### src/common/tcdm_settings.svh
`ifndef TCDM_SETTINGS_SVH
`define TCDM_SETTINGS_SVH

// data path width and its split into ecc chunks
`define TCDM_DW       64
`define TCDM_CHUNK    32
`define TCDM_N_CHUNK  2

// byte address, one enable per byte
`define TCDM_AW       10
`define TCDM_BW       8

// add + wen + be
`define TCDM_META_W   19

// hsiao check bits per protected field
`define TCDM_EW_DW    7
`define TCDM_EW_META  7

// full ecc word on the port, data chunks above metadata
`define TCDM_EW       21

// bank size in data words
`define TCDM_DEPTH    128

`endif

### src/common/hci_ecc_pkg.sv
`include "tcdm_settings.svh"

package hci_ecc_pkg;

  // request ecc split, chunk check bits on top, metadata check bits at the bottom
  typedef struct packed {
    logic [`TCDM_N_CHUNK-1:0][`TCDM_EW_DW-1:0] data_ecc;
    logic [`TCDM_EW_META-1:0]                  meta_ecc;
  } ecc_fields_t;

  // same request ecc word, either as it arrives or by field
  typedef union packed {
    logic [`TCDM_EW-1:0] raw;
    ecc_fields_t         fields;
  } ecc_word_u;

  // one flag pair per data chunk plus one for the metadata
  typedef struct packed {
    logic [`TCDM_N_CHUNK-1:0] data_single;
    logic [`TCDM_N_CHUNK-1:0] data_multi;
    logic                     meta_single;
    logic                     meta_multi;
  } ecc_err_t;

  // h-matrix column of data bit j
  // odd weight >= 3 patterns, by weight then by value
  function automatic int unsigned hsiao_col(int unsigned prot_w, int unsigned j);
    int unsigned idx;
    int unsigned ones;
    int unsigned col;
    idx = 0;
    col = 0;
    for (int unsigned w = 3; w <= prot_w; w += 2) begin
      for (int unsigned v = 0; v < (32'd1 << prot_w); v++) begin
        ones = 0;
        for (int unsigned b = 0; b < prot_w; b++) begin
          ones += (v >> b) & 32'd1;
        end
        if (ones == w) begin
          // first match wins, later hits have higher idx
          if (idx == j) col = v;
          idx++;
        end
      end
    end
    return col;
  endfunction

endpackage

### src/common/tcdm_pkg.sv
`include "tcdm_settings.svh"

package tcdm_pkg;

  // request metadata as covered by the metadata ecc
  // add on top, be at the bottom
  typedef struct packed {
    logic [`TCDM_AW-1:0] add;
    // high = write
    logic                wen;
    logic [`TCDM_BW-1:0] be;
  } tcdm_meta_t;

  // one memory / bus data word
  typedef logic [`TCDM_DW-1:0] tcdm_word_t;

  // word index inside the bank
  typedef logic [$clog2(`TCDM_DEPTH)-1:0] tcdm_waddr_t;

  // byte offset bits dropped from add to get the word index
  localparam int unsigned TCDM_BOFFS_W = $clog2(`TCDM_BW);

endpackage

### src/common/hci_core_intf.sv
`include "tcdm_settings.svh"

// tcdm request / response bundle, no handshake beyond req/gnt and r_valid
interface hci_core_intf;

  // request phase
  logic                req;
  logic                gnt;
  logic [`TCDM_AW-1:0] add;
  // wen high = write, low = read
  logic                wen;
  logic [`TCDM_BW-1:0] be;
  logic [`TCDM_DW-1:0] data;
  logic [`TCDM_EW-1:0] ecc;

  // response phase
  logic                r_valid;
  logic [`TCDM_DW-1:0] r_data;
  logic [`TCDM_EW-1:0] r_ecc;

  // memory side
  modport target (
    input  req, add, wen, be, data, ecc,
    output gnt, r_valid, r_data, r_ecc
  );

  // requester side
  modport initiator (
    output req, add, wen, be, data, ecc,
    input  gnt, r_valid, r_data, r_ecc
  );

endinterface

### src/ecc/hsiao_ecc_enc.sv
module hsiao_ecc_enc
  import hci_ecc_pkg::*;
#(
  parameter int unsigned DATA_W = 32,
  parameter int unsigned PROT_W = 7
) (
  input  logic [DATA_W-1:0] data_i,
  output logic [PROT_W-1:0] ecc_o
);

  // one h-matrix column per data bit, fixed at elaboration
  logic [DATA_W-1:0][PROT_W-1:0] h_cols;

  for (genvar j = 0; j < DATA_W; j++) begin : gen_col
    localparam logic [PROT_W-1:0] COL = PROT_W'(hsiao_col(PROT_W, j));
    assign h_cols[j] = COL;
  end

  // check bit i = xor of all data bits whose column has bit i set
  always_comb begin
    ecc_o = '0;
    for (int unsigned j = 0; j < DATA_W; j++) begin
      ecc_o ^= h_cols[j] & {PROT_W{data_i[j]}};
    end
  end

  // enough non-unit odd-weight patterns for every data bit
  initial begin
    assert (DATA_W <= (2 ** (PROT_W - 1)) - PROT_W)
      else $error("hsiao_ecc_enc: %0d check bits too few for %0d data bits",
                  PROT_W, DATA_W);
  end

endmodule

### src/ecc/hsiao_ecc_dec.sv
module hsiao_ecc_dec
  import hci_ecc_pkg::*;
#(
  parameter int unsigned DATA_W = 32,
  parameter int unsigned PROT_W = 7
) (
  input  logic [DATA_W-1:0] data_i,
  input  logic [PROT_W-1:0] ecc_i,
  output logic [DATA_W-1:0] data_o,
  output logic              single_err_o,
  output logic              multi_err_o
);

  logic [DATA_W-1:0][PROT_W-1:0] h_cols;
  logic [PROT_W-1:0]             syndrome;
  // syndrome hits a data column
  logic                          data_hit;
  // syndrome hits a check-bit column
  logic                          unit_hit;

  for (genvar j = 0; j < DATA_W; j++) begin : gen_col
    localparam logic [PROT_W-1:0] COL = PROT_W'(hsiao_col(PROT_W, j));
    assign h_cols[j] = COL;
  end

  // recomputed check bits against the received ones
  always_comb begin
    syndrome = ecc_i;
    for (int unsigned j = 0; j < DATA_W; j++) begin
      syndrome ^= h_cols[j] & {PROT_W{data_i[j]}};
    end
  end

  // flip the one data bit whose column equals the syndrome
  always_comb begin
    data_o   = data_i;
    data_hit = 1'b0;
    for (int unsigned j = 0; j < DATA_W; j++) begin
      if (syndrome == h_cols[j]) begin
        data_o[j] = ~data_i[j];
        data_hit  = 1'b1;
      end
    end
  end

  // single one in the syndrome, check bit itself was hit
  assign unit_hit = (syndrome != '0) && ((syndrome & (syndrome - 1'b1)) == '0);

  assign single_err_o = data_hit | unit_hit;
  // nonzero but no column matches, leave data alone
  assign multi_err_o  = (syndrome != '0) & ~data_hit & ~unit_hit;

  // single and multi exclude each other
  always_comb begin
    assert (!(single_err_o && multi_err_o))
      else $error("hsiao_ecc_dec: single and multi error together");
  end

endmodule

### src/ecc/hci_ecc_dec.sv
`include "tcdm_settings.svh"

module hci_ecc_dec
  import hci_ecc_pkg::*;
  import tcdm_pkg::*;
(
  hci_core_intf.target    tgt,
  hci_core_intf.initiator init,
  output ecc_err_t        err_o
);

  // unused upper bits of r_ecc
  localparam int unsigned R_PAD = `TCDM_EW - `TCDM_N_CHUNK * `TCDM_EW_DW;

  ecc_word_u                                    req_ecc;
  tcdm_meta_t                                   meta_in;
  tcdm_meta_t                                   meta_dec;
  logic [`TCDM_N_CHUNK-1:0][`TCDM_CHUNK-1:0]    data_dec;
  logic [`TCDM_N_CHUNK-1:0]                     data_single;
  logic [`TCDM_N_CHUNK-1:0]                     data_multi;
  logic                                         meta_single;
  logic                                         meta_multi;
  logic [`TCDM_N_CHUNK-1:0][`TCDM_EW_DW-1:0]    r_data_ecc;

  // port ecc comes in flat, decoders take it by field
  assign req_ecc.raw = tgt.ecc;

  // data chunks, each with its own check bits
  for (genvar ii = 0; ii < `TCDM_N_CHUNK; ii++) begin : gen_data_dec
    hsiao_ecc_dec #(
      .DATA_W ( `TCDM_CHUNK ),
      .PROT_W ( `TCDM_EW_DW )
    ) i_data_dec (
      .data_i       ( tgt.data[ii*`TCDM_CHUNK +: `TCDM_CHUNK] ),
      .ecc_i        ( req_ecc.fields.data_ecc[ii]             ),
      .data_o       ( data_dec[ii]                            ),
      .single_err_o ( data_single[ii]                         ),
      .multi_err_o  ( data_multi[ii]                          )
    );
  end

  // metadata decoded in parallel with the data
  assign meta_in = '{add: tgt.add, wen: tgt.wen, be: tgt.be};

  hsiao_ecc_dec #(
    .DATA_W ( `TCDM_META_W  ),
    .PROT_W ( `TCDM_EW_META )
  ) i_meta_dec (
    .data_i       ( meta_in                 ),
    .ecc_i        ( req_ecc.fields.meta_ecc ),
    .data_o       ( meta_dec                ),
    .single_err_o ( meta_single             ),
    .multi_err_o  ( meta_multi              )
  );

  // corrected request towards the bank
  // uncorrectable metadata means unknown address, so the request is dropped
  assign init.req  = tgt.req & ~meta_multi;
  assign init.add  = meta_dec.add;
  assign init.wen  = meta_dec.wen;
  assign init.be   = meta_dec.be;
  assign init.data = data_dec;
  // bank keeps no check bits
  assign init.ecc  = '0;

  // response check bits rebuilt from the bank data
  for (genvar ii = 0; ii < `TCDM_N_CHUNK; ii++) begin : gen_r_data_enc
    hsiao_ecc_enc #(
      .DATA_W ( `TCDM_CHUNK ),
      .PROT_W ( `TCDM_EW_DW )
    ) i_r_data_enc (
      .data_i ( init.r_data[ii*`TCDM_CHUNK +: `TCDM_CHUNK] ),
      .ecc_o  ( r_data_ecc[ii]                             )
    );
  end

  assign tgt.gnt     = init.gnt;
  assign tgt.r_valid = init.r_valid;
  assign tgt.r_data  = init.r_data;
  // chunk ecc at the bottom, zeros above
  assign tgt.r_ecc   = {{R_PAD{1'b0}}, r_data_ecc};

  // flags meaningful only while tgt.req is high
  assign err_o = '{
    data_single: data_single,
    data_multi:  data_multi,
    meta_single: meta_single,
    meta_multi:  meta_multi
  };

  // a dropped request must never reach the bank
  always_comb begin
    if (meta_multi) begin
      assert (!init.req)
        else $error("hci_ecc_dec: request forwarded with uncorrectable metadata");
    end
  end

endmodule

### src/flat_wrapper.sv
// flat-port wrapper written by rule: the top's interface ports become plain ports
module hci_ecc_dec_flat import hci_ecc_pkg::*; import tcdm_pkg::*;
  (err_o, tgt_req, tgt_add, tgt_wen, tgt_be, tgt_data, tgt_ecc, tgt_gnt, tgt_r_valid, tgt_r_data, tgt_r_ecc, init_req, init_add, init_wen, init_be, init_data, init_ecc, init_gnt, init_r_valid, init_r_data, init_r_ecc);
  hci_core_intf tgt_i ();
  hci_core_intf init_i ();
  output ecc_err_t err_o;
  input wire logic [$bits(tgt_i.req)-1:0] tgt_req;
  input wire logic [$bits(tgt_i.add)-1:0] tgt_add;
  input wire logic [$bits(tgt_i.wen)-1:0] tgt_wen;
  input wire logic [$bits(tgt_i.be)-1:0] tgt_be;
  input wire logic [$bits(tgt_i.data)-1:0] tgt_data;
  input wire logic [$bits(tgt_i.ecc)-1:0] tgt_ecc;
  output wire logic [$bits(tgt_i.gnt)-1:0] tgt_gnt;
  output wire logic [$bits(tgt_i.r_valid)-1:0] tgt_r_valid;
  output wire logic [$bits(tgt_i.r_data)-1:0] tgt_r_data;
  output wire logic [$bits(tgt_i.r_ecc)-1:0] tgt_r_ecc;
  output wire logic [$bits(init_i.req)-1:0] init_req;
  output wire logic [$bits(init_i.add)-1:0] init_add;
  output wire logic [$bits(init_i.wen)-1:0] init_wen;
  output wire logic [$bits(init_i.be)-1:0] init_be;
  output wire logic [$bits(init_i.data)-1:0] init_data;
  output wire logic [$bits(init_i.ecc)-1:0] init_ecc;
  input wire logic [$bits(init_i.gnt)-1:0] init_gnt;
  input wire logic [$bits(init_i.r_valid)-1:0] init_r_valid;
  input wire logic [$bits(init_i.r_data)-1:0] init_r_data;
  input wire logic [$bits(init_i.r_ecc)-1:0] init_r_ecc;
  assign tgt_i.req = tgt_req;
  assign tgt_i.add = tgt_add;
  assign tgt_i.wen = tgt_wen;
  assign tgt_i.be = tgt_be;
  assign tgt_i.data = tgt_data;
  assign tgt_i.ecc = tgt_ecc;
  assign tgt_gnt = tgt_i.gnt;
  assign tgt_r_valid = tgt_i.r_valid;
  assign tgt_r_data = tgt_i.r_data;
  assign tgt_r_ecc = tgt_i.r_ecc;
  assign init_req = init_i.req;
  assign init_add = init_i.add;
  assign init_wen = init_i.wen;
  assign init_be = init_i.be;
  assign init_data = init_i.data;
  assign init_ecc = init_i.ecc;
  assign init_i.gnt = init_gnt;
  assign init_i.r_valid = init_r_valid;
  assign init_i.r_data = init_r_data;
  assign init_i.r_ecc = init_r_ecc;
  hci_ecc_dec u_core (.tgt(tgt_i), .init(init_i), .err_o(err_o));
endmodule
### config.mk
export PLATFORM = sky130hd
export DESIGN_NAME = hci_ecc_dec_flat
export DESIGN_NICKNAME = d
export VERILOG_FILES = /design/src/common/hci_ecc_pkg.sv /design/src/common/tcdm_pkg.sv /design/src/common/hci_core_intf.sv /design/src/ecc/hsiao_ecc_enc.sv /design/src/ecc/hsiao_ecc_dec.sv /design/src/ecc/hci_ecc_dec.sv /design/src/flat_wrapper.sv
export VERILOG_INCLUDE_DIRS = /design/src /design/src/common
export SDC_FILE = /design/constraint.sdc
export NUM_CORES = 1
export LEC_CHECK = 0
export ABC_CLOCK_PERIOD_IN_PS = 3600
export BUFFER_PORTS_ARGS = -buffer_cell sky130_fd_sc_hd__buf_2
export CORE_AREA = 2 2 150 152
export DETAILED_ROUTE_END_ITERATION = 12
export DIE_AREA = 0 0 152 154
export PLACE_DENSITY = 0.71
export SLEW_MARGIN = 20
export SYNTH_ARGS = -nofsm -noshare
export SYNTH_HDL_FRONTEND = slang
export SYNTH_SLANG_ARGS = --single-unit
### constraint.sdc
create_clock -name vclk -period 3.6
set_input_delay 0.18 -clock vclk [all_inputs]
set_output_delay 0.18 -clock vclk [all_outputs]
set_load 0.05 [all_outputs]
# ---- After elaboration in Yosys (flattened, before gate mapping)
# Index checks and enable logic that the tools add are counted.
dict set report op_classes {
  add_sub_neg 3
  mul 0
  div_mod_pow 0
  order_cmp 0
  eq_ne 83
  n_shift 0
  muxes 166
  n_bitwise 248
  reduce_logical 9
}
# cell n
set op_table {}
lappend op_table {{$xor 7x7->7} 48}
lappend op_table {{$xor 7x6->7} 39}
lappend op_table {{$eq 7x6->1 const B} 29}
lappend op_table {{$eq 7x7->1 const B} 24}
lappend op_table {{$mux 1} 166}
lappend op_table {{$eq 7x5->1 const B} 18}
lappend op_table {{$xor 7x5->7} 18}
lappend op_table {{$not 1->1} 90}
lappend op_table {{$eq 7x4->1 const B} 9}
lappend op_table {{$xor 7x4->7} 9}
lappend op_table {{$xor 5x5->5} 10}
lappend op_table {{$xor 6x6->6} 8}
lappend op_table {{$and 7x7->7} 3}
lappend op_table {{$eq 7x3->1 const B} 3}
lappend op_table {{$logic_not 7->1} 3}
lappend op_table {{$reduce_bool 7->1} 3}
lappend op_table {{$sub 7x1->7 const B} 3}
lappend op_table {{$xor 7x3->7} 3}
lappend op_table {{$xor 4x4->4} 4}
lappend op_table {{$xor 5x6->6} 2}
lappend op_table {{$xor 4x5->5} 2}
lappend op_table {{$xor 3x4->4} 2}
lappend op_table {{$and 1x1->1} 7}
lappend op_table {{$logic_and 1x1->1} 3}
lappend op_table {{$or 1x1->1} 3}
dict set report word_totals {
  reg_bits 0
  latchBits 0
  ramBits 0
  mem_bits_ro 0
  inputBits 192
  out_inout_bits 198
  elab_cells 509
  mem_count 0
}

# ---- Depth between registers and ports, before layout
# Gate-level depths: netlist (run 1).
dict set report logic_depth {
  ltp_word 68
  depth_mapped 13
}

# ---- Hierarchy
# From an unflattened synthesis (run 1), not the netlist that was laid out.
dict set report hier_totals {
  cells_unflattened 793
  hier_area_um2 7058.0
}
# mod instances cells_per_inst area_each_um2
set by_module_without_submodules {}
lappend by_module_without_submodules {{hsiao_ecc_dec at u_core.gen_data_dec[0].i_data_dec ...} 2 224 1829.3}
lappend by_module_without_submodules {hsiao_ecc_enc 2 53 694.4}
lappend by_module_without_submodules {{hsiao_ecc_dec at u_core.i_meta_dec} 1 141 1272.5}
lappend by_module_without_submodules {hci_ecc_dec 1 98 738.2}

# ---- Worst setup path after synthesis (run 1)
# Ideal clock, no wire load.
dict set report synth_timing {
  kind {input-to-output}
  from {input port tgt_data[37]}
  to {output port init_data[48]}
  t_arrival_ps 2928
  t_required_ps 3420
  slack_ps 492
  cell_stages 7
  n_path_buf 1
  cell_sequence {xor2_1 > xnor3_2 > xor2_2 > mux2i_1 > clkbuf_1 > nand3_1 > xnor2_1}
}
dict set report synth_between {
  elab_chain_cells 29
}
# element line
set synth_lines {}
lappend synth_lines {{start: declaration} flat_wrapper.sv:11} ;# input wire logic [$bits(tgt_i.data)-1:0] tgt_data;
lappend synth_lines {{$xor 7x5->7 (5 in a row)} hsiao_ecc_dec.sv:30} ;# syndrome ^= h_cols[j] & {PROT_W{data_i[j]}};
lappend synth_lines {{$xor 7x6->7 (10 in a row)} hsiao_ecc_dec.sv:30}
lappend synth_lines {{$xor 7x7->7 (12 in a row)} hsiao_ecc_dec.sv:30}
lappend synth_lines {{$eq 7x6->1} hsiao_ecc_dec.sv:39} ;# if (syndrome == h_cols[j]) begin
lappend synth_lines {{$mux 1} hsiao_ecc_dec.sv:39}
lappend synth_lines {{end: declaration} flat_wrapper.sv:21} ;# output wire logic [$bits(init_i.data)-1:0] init_data;
# Every way passes these cells.

==> results of run 1 <==
## stage by stage
step | power (uW) | setup TNS [ps] | instance area, sq um | util [%] | cells
4_1_cts | 6380 | 0 | 8360 | 38.5 | 1390
6_report | 6450 | 0 | 8400 | 38.7 | 1390
3_5_place_dp | 6350 | 0 | 8360 | 38.5 | 1390
3_3_place_gp | 6290 | 0 | 8360 | 38.5 | 1390
5_1_grt | 6900 | -45.1 | 8400 | 38.7 | 1390
2_1_floorplan | 5030 | 0 | 6920 | - | 861
## how the worst max path moves through the flow
stage                       from  slack, ps       endpoint
floorplan           tgt_data[37]        490  init_data[48]
global placement    tgt_data[20]        120       err_o[4]
detailed placement  tgt_data[20]         90       err_o[4]
CTS                 tgt_data[20]         70       err_o[4]
global route        tgt_data[49]        -50       err_o[3]
finish              tgt_data[62]        170       err_o[3]
## power by group through the flow
stage	clock network [uW]	registers [uW]	logic [uW]
after floorplan	0	0	5030
after global placement	0	0	6290
after detailed placement	0	0	6350
after CTS	0	0	6380
after global routing	0	0	6900
final	0	0	6450
## cells by family (layout without fill, tap and decap cells)
logic type / count (synthesis) / in the layout / synth area share [%]
compound gates: 57 / 57 / 6.09
xor+xnor: 409 / 409 / 62.2
buf+inv: 131 / 380 / 13.2
mux: 12 / 12 / 1.80
other cells: 1 / 28 / 0.0550
simple gates: 224 / 224 / 16.7
## layer usage
layer	wire length [um]	global-route usage, %	vias up
met5	0	0	-
met4	702	5.12	0
met3	1630	1.24	45
met2	11200	32.2	385
met1	8480	21.9	3090
li1	-	-	3191
## layout make-up
class	count	area, sq um	share of cell area [%]
inverter	6	22.5	0.268
multi-input combinational	730	6060	72.2
tap	280	350	4.17
timing repair buffer	374	1960	23.4
## synth_stat cells, types with 5 or more instances
cell        n  share of area (%)
inv_1       6               0.33
and2_1      9               0.83
nor2_1     46                2.5
and3_1      7               0.64
xor2_1     66                8.5
nand3_1    59                4.3
nand2_1    39                2.1
a21oi_1    11               0.81
mux2i_1    10                1.5
nand4_1     8               0.73
nor3_1     22                1.6
xnor2_1   289                 37
o21ai_0     9               0.66
buf_4     101                 11
clkbuf_1   13               0.72
xnor3_1    21                6.9
buf_2       9               0.66
nor2b_1     5               0.46
xnor2_2    15                3.6
nand2b_1    8               0.73
xor3_1      5                1.7
## worst max-delay path, cell delays in order
cell and delay [ps]:
buf_2 150, xor3_1 500, xnor3_1 470, xnor2_4 500, nor2_1 260, o211ai_2 120, nand4_1 140, a311oi_2 340
nand4b_4 150, a31oi_2 160, buf_2 280
==> flow_summary.ini, run 1 <==
[worst_setup_path]
worst_setup_path_end_kind = output port
worstPathArrival_ps = 3250
required_ps = 3420
start_kind = input port
critPathKind = input port to output port
cp_max_fo = 18

[clocking]
cts_resized = 0
cts_hold_buf = 0
post-cts-setup-buffers = 0

[place]
gp_congestion = 0.955
hpwl_mm = 19.4
numPortBuffers = 337
dp_slack_ps = 93.0

[sta]
tightest_slew_ps = 686
relSlewSlack_pct = 52.9
setup_viol = 0
hold_viol_final = 0
max_freq_mhz = 291
period_share_pct = 95.3
worst_slack_ps = 168
slew_violations = 0
hold_slack_ps = 360
period_needed_ps = 3430
rsz0062_at_grt = true

[synth]
ys_warn_count = 0
syn_area_sq_mm = 0.00682
synth_cell_types = 68
avgSynthCellArea_sq_um = 8.17
ys_seq_area_share_pct = 0
synthCells = 834

[global_routing]
grt_max_degree = 19
grt.overflow.total = 0
grt_pass1_vias = 6387
grt_pass1_wl_mm = 34.0
antenna_found_initial = 0
grt_usage_pct = 17.5

[final_layout]
layout.cells.most_common = buf_2
layout_common_cells = buf_2, xnor2_1, xor2_1, nand3_1, nor2_1
num-nets-final = 1304
area.sequential_sq_um = 0
synthToLayoutAreaGrowth_pct = 23.2
n_clock_buffer = 0
nFlopsAndLatches = 0
drive_gt1_share_pct = 37.4
n_fill_cell = 2242
diodes = 0

[die]
die_w_um = 152
core_area_sq_mm = 0.0217
initial_core_util_pct = 31.4
die_area_sq_mm = 0.0234
die_height_um = 154
io_pins = 390
rows = 54

[routing]
wl_per_cell_um = 15.9
drt-pass1-iter-count = 6
wl_mm = 22.0
vias = 6711
drt_iter0_drc = 387
routed_via_density = 4.83
drc_errors = 0
ant_nets = 0

[power]
power.switching_uw = 4230
power.share.switching_pct = 65.6
powerDensity_mw_per_mm2 = 768
power_frac_comb_pct = 100.0
internal-power_uw = 2220
peakVddDrop_uv = 369
seqPwrFrac_pct = 0
power_leakage_uw = 0.00372
pwr-share-clk_pct = 0

[worst_hold_path]
whs_endpoint = tgt_r_valid
worstHoldPathType = input port to output port
hold_depth = 0
hp-start = init_r_valid

[job]
drv_cap = 0

[outcome]
status = complete, no violations
Power figures use the tool's default switching activity.
==> inputs of run 2 (changes only) <==
--- a/config.mk
+++ b/config.mk
@@ -6,12 +6,13 @@
 export SDC_FILE = /design/constraint.sdc
 export NUM_CORES = 1
 export LEC_CHECK = 0
-export ABC_CLOCK_PERIOD_IN_PS = 3600
+export ABC_CLOCK_PERIOD_IN_PS = 3000
 export BUFFER_PORTS_ARGS = -buffer_cell sky130_fd_sc_hd__buf_2
-export CORE_AREA = 2 2 150 152
+export CORE_AREA = 2 2 149 151
 export DETAILED_ROUTE_END_ITERATION = 12
-export DIE_AREA = 0 0 152 154
-export PLACE_DENSITY = 0.71
+export DIE_AREA = 0 0 151 153
+export PLACE_DENSITY = 0.74
+export REMOVE_ABC_BUFFERS = 1
 export SLEW_MARGIN = 20
 export SYNTH_ARGS = -nofsm -noshare
 export SYNTH_HDL_FRONTEND = slang
==> constraint.sdc (replaced) <==
create_clock -name vclk -period 3
set_input_delay 0.15 -clock vclk [all_inputs]
set_output_delay 0.15 -clock vclk [all_outputs]
set_load 0.05 [all_outputs]
==> run 2 against run 1 <==
The flow now finishes with violations (setup timing). Global-route usage rose by 2.8 points. Critical path depth rose by 1. Sequential cell count is the same. Setup slack got worse by 270 ps. Non-clock buffer count rose by 169. Final cell count is 12% higher. Die area fell by 1.3%. Critical path type unchanged. Largest cell class unchanged. Largest power group unchanged.
==> flow_summary.ini, run 2 (synthesis results as in run 1) <==
[outcome]
status = finished, violations left
violations = setup timing

[global_routing]
grtUsageMet2_pct = 38.8
busiest_layer = met2
use_met1_pct = 23.0
grt_pass1_wl_mm = 37.2
grt_usage_pct = 20.3
met3_usage_pct = 2.48
antenna_found_initial = 1
grt.overflow.total = 0
grt_max_degree = 18
grt_pass1_vias = 7145

[final_layout]
drive_gt1_share_pct = 50.1
num-nets-final = 1475
layout_common_cells = buf_2, xnor2_1, buf_4, xor2_1, nand3_1
layout.cells.most_common = buf_2
synthToLayoutAreaGrowth_pct = 51.1
n_clock_buffer = 0
nFlopsAndLatches = 0
layout.cells.non_filler = 1562
area.sequential_sq_um = 0

[sta]
period_needed_ps = 3100
max_freq_mhz = 322
rsz0062_at_grt = true
slew_violations = 0
hold_viol_final = 0
period_share_pct = 103
setup_viol = 3
worst_slack_ps = -103
hold_slack_ps = 300

[job]
drv_cap = 0

[routing]
routed_via_density = 4.69
drt_iter0_drc = 195
wl_mm = 26.0
drt-pass1-iter-count = 4
vias = 7321
wl_per_cell_um = 16.6
drc_errors = 0
ant_nets = 0

[place]
dp_slack_ps = -263
hpwl_mm = 22.3
gp_congestion = 0.989
dp_cells = 1543
numPortBuffers = 337

[worst_setup_path]
worst-path-buf-inv = 3
cp_cell_sequence = buf_2 > xnor3_2 > xnor3_2 > xnor2_4 > xnor2_1 > nand4b_1 > o32ai_1 > a311oi_2 > buf_4 > nand4b_4 > a31oi_4 > buf_6
worst_setup_path_end_kind = output port
start_kind = input port
crit_end = err_o[3]
critPathKind = input port to output port
slowest_stage = xnor3_2
crit_cells = 12
required_ps = 2850
cpPeakStageDelay_ps = 530
cp_max_fo = 6
critPathLaunch = tgt_data[44]
crit_family = XOR/XNOR gates
path_common_cell = xnor3_2
worstPathArrival_ps = 2950

[die]
die_area_sq_mm = 0.0231
die_w_um = 151
rows = 54
die_height_um = 153
initial_core_util_pct = 31.7
io_pins = 390
core_area_sq_mm = 0.0215

[power]
powerDensity_mw_per_mm2 = 979
peakVddDrop_uv = 839
power_leakage_uw = 0.00482
finalPower_uw = 10100

[worst_hold_path]
worstHoldPathType = input port to output port
run 2: how the worst min path moves through the flow:
stage | start | cells past startpoint | slack (ps) | endpoint
5_1_grt | init_r_valid | 0 | 300 | tgt_r_valid
4_1_cts | init_r_valid | 0 | 300 | tgt_r_valid
6_report | init_r_valid | 0 | 300 | tgt_r_valid
2_1_floorplan | init_gnt | 0 | 300 | tgt_gnt
3_3_place_gp | init_r_valid | 0 | 300 | tgt_r_valid
3_5_place_dp | init_r_valid | 0 | 300 | tgt_r_valid
run 2: where the power goes:
group / total [uW] / switching, uW / internal, uW
logic: 10100 / 5740 / 4340
clock network: 0.0000446 / 0 / 0.0000446
registers: 0 / 0 / 0
run 2: through the flow:
stage / setup TNS, ps / utilization, % / area (sq um)
after floorplan: -6360 / - / 6040
after global placement: -1130 / 44.6 / 9580
after detailed placement: -1190 / 44.6 / 9580
after CTS: -160 / 45.3 / 9730
after global routing: -874 / 47.9 / 10300
final: -184 / 47.9 / 10300
run 2: repair_timing:
item	in CTS	in global routing
gates resized for setup	25	92
pin swaps	7	33
setup endpoints to repair	15	19
hold buffers	0	0
buffers inserted	2	15
cloned	2	0
run 2: final cells by class:
cell class         count  area [sq um]
diodes                 1          2.50
fillers             2016         11200
inverters              6          22.5
multi-input cells    732          6520
well taps            280           350
repair buffers       543          3410
run 2: layer usage:
layer / vias up / share of wire (%)
met3: 51 / 6.4
met5: - / 0
li1: 3528 / -
met4: 0 / 3.2
met2: 340 / 52
met1: 3402 / 39
==> inputs of run 3 (changes only) <==
--- a/config.mk
+++ b/config.mk
@@ -12,7 +12,7 @@
 export DETAILED_ROUTE_END_ITERATION = 12
 export DIE_AREA = 0 0 151 153
 export PLACE_DENSITY = 0.74
-export REMOVE_ABC_BUFFERS = 1
+export RECOVER_POWER = 100
 export SLEW_MARGIN = 20
 export SYNTH_ARGS = -nofsm -noshare
 export SYNTH_HDL_FRONTEND = slang
==> run 3 against run 2 <==
Combinational power down 6%. Utilization is 2.4 points lower. Setup slack gained 61 ps. Largest power group unchanged. The run still ends with setup timing left. Cell area is 4.9% lower. Largest cell class unchanged.
==> flow_summary.ini, run 3 (synthesis results as in run 1) <==
[outcome]
violations = setup timing
status = finished, violations left

[worst_setup_path]
start_kind = input port
critPathKind = input port to output port
cp_max_fo = 6
worstPathArrival_ps = 2890
slowest_stage = xnor3_2
cp_cell_sequence = buf_6 > xor3_1 > buf_4 > xnor3_2 > xnor2_4 > buf_12 > xnor2_1 > nand4b_1 > o32ai_1 > a311oi_1 > buf_4 > nand4b_4 > a31oi_4 > buf_6
worst_setup_path_end_kind = output port
cpPeakStageDelay_ps = 530
critPathLaunch = tgt_data[49]
required_ps = 2850

[power]
seqPwrFrac_pct = 0
peakVddDrop_uv = 697
power.switching_uw = 5560
pwr-share-clk_pct = 0
internal-power_uw = 3970
powerDensity_mw_per_mm2 = 973
power_frac_comb_pct = 100.0
power_leakage_uw = 0.00438
power.share.switching_pct = 58.3

[place]
dp_cells = 1505
dp_slack_ps = -133
numPortBuffers = 337
hpwl_mm = 18.8
gp_congestion = 0.943

[sta]
worst_slack_ps = -42.6
rsz0062_at_grt = true
setup_tns_ps = -49.7
tightest_slew_ps = 640
slew_violations = 0
period_share_pct = 101
setup_viol = 2
period_needed_ps = 3040
max_freq_mhz = 329
hold_viol_final = 0
relSlewSlack_pct = 57.5

[job]
drv_cap = 0

[worst_hold_path]
worstHoldPathType = input port to output port
hp-start = init_gnt

[final_layout]
multi_input_area_sq_mm = 0.00651
drive_gt1_share_pct = 40.8
layout_common_cells = xnor2_1, buf_2, buf_4, clkbuf_1, xor2_1
area.sequential_sq_um = 0
n_fill_cell = 2106
synthToLayoutAreaGrowth_pct = 43.7
n_clock_buffer = 0
fin_util_pct = 45.6
layout.cells.most_common = xnor2_1
num-nets-final = 1434
diodes = 0
nFlopsAndLatches = 0
layout.cells.non_filler = 1520

[global_routing]
grt_max_degree = 14
antenna_found_initial = 0
grt.overflow.total = 0
grt_pass1_vias = 6865
grt_usage_pct = 17.5
grt_pass1_wl_mm = 33.9

[die]
die_area_sq_mm = 0.0231
rows = 54
die_height_um = 153
die_w_um = 151
core_area_sq_mm = 0.0215
io_pins = 390
initial_core_util_pct = 31.7

[routing]
ant_nets = 0
vias = 7100
drt_iter0_drc = 399
drt-pass1-iter-count = 5
wl_per_cell_um = 14.7
drc_errors = 0
wl_mm = 22.3
routed_via_density = 4.67

[clocking]
cts_hold_buf = 0
==> run 3: cell type report <==
cell class | count | area share [%]
timing repair buffer | 501 | 29.8
multi-input combinational | 733 | 66.4
tap | 280 | 3.58
inverter | 6 | 0.230
==> run 3: final timing paths <==
kind        to  depth (start not counted)
max   err_o[3]                         14
min    tgt_gnt                          0
==> run 3: metrics by stage <==
step           power (uW)  hold slack [ps]  cell area [sq um]
6_report             9530              300               9800
5_1_grt             10100              300               9800
4_1_cts              8930              301               9490
3_5_place_dp         8610              301               9340
3_3_place_gp         8520              301               9340
2_1_floorplan        6060              467               7010
==> run 3: timing repair <==
item	in CTS	in global routing
gates cloned	2	1
pin swaps	7	29
resized for setup	15	61
setup buffers	3	10
endpoints found under the setup margin	6	24
==> run 3: worst max-delay path: cells and delay by family <==
family	cells	cell delay (ps)
XOR/XNOR	4	1280
AND/OR/NAND/NOR	2	260
buffers and inverters	5	710
AO/OA/AOI/OAI	3	490
==> run 3: power groups by stage <==
stage	logic (uW)	clock network, uW	registers (uW)
after floorplan	6060	0	0
after global placement	8520	0	0
after detailed placement	8610	0	0
after CTS	8930	0	0
after global routing	10100	0	0
final	9530	0	0
==> run 3: per-layer routing <==
metal | global-route usage, % | part of all wire [%] | wire length (um)
met5 | 0 | 0 | 0
met4 | 2.94 | 1.6 | 361
met3 | 1.01 | 6.5 | 1450
met2 | 32.6 | 51 | 11400
met1 | 22.4 | 41 | 9130
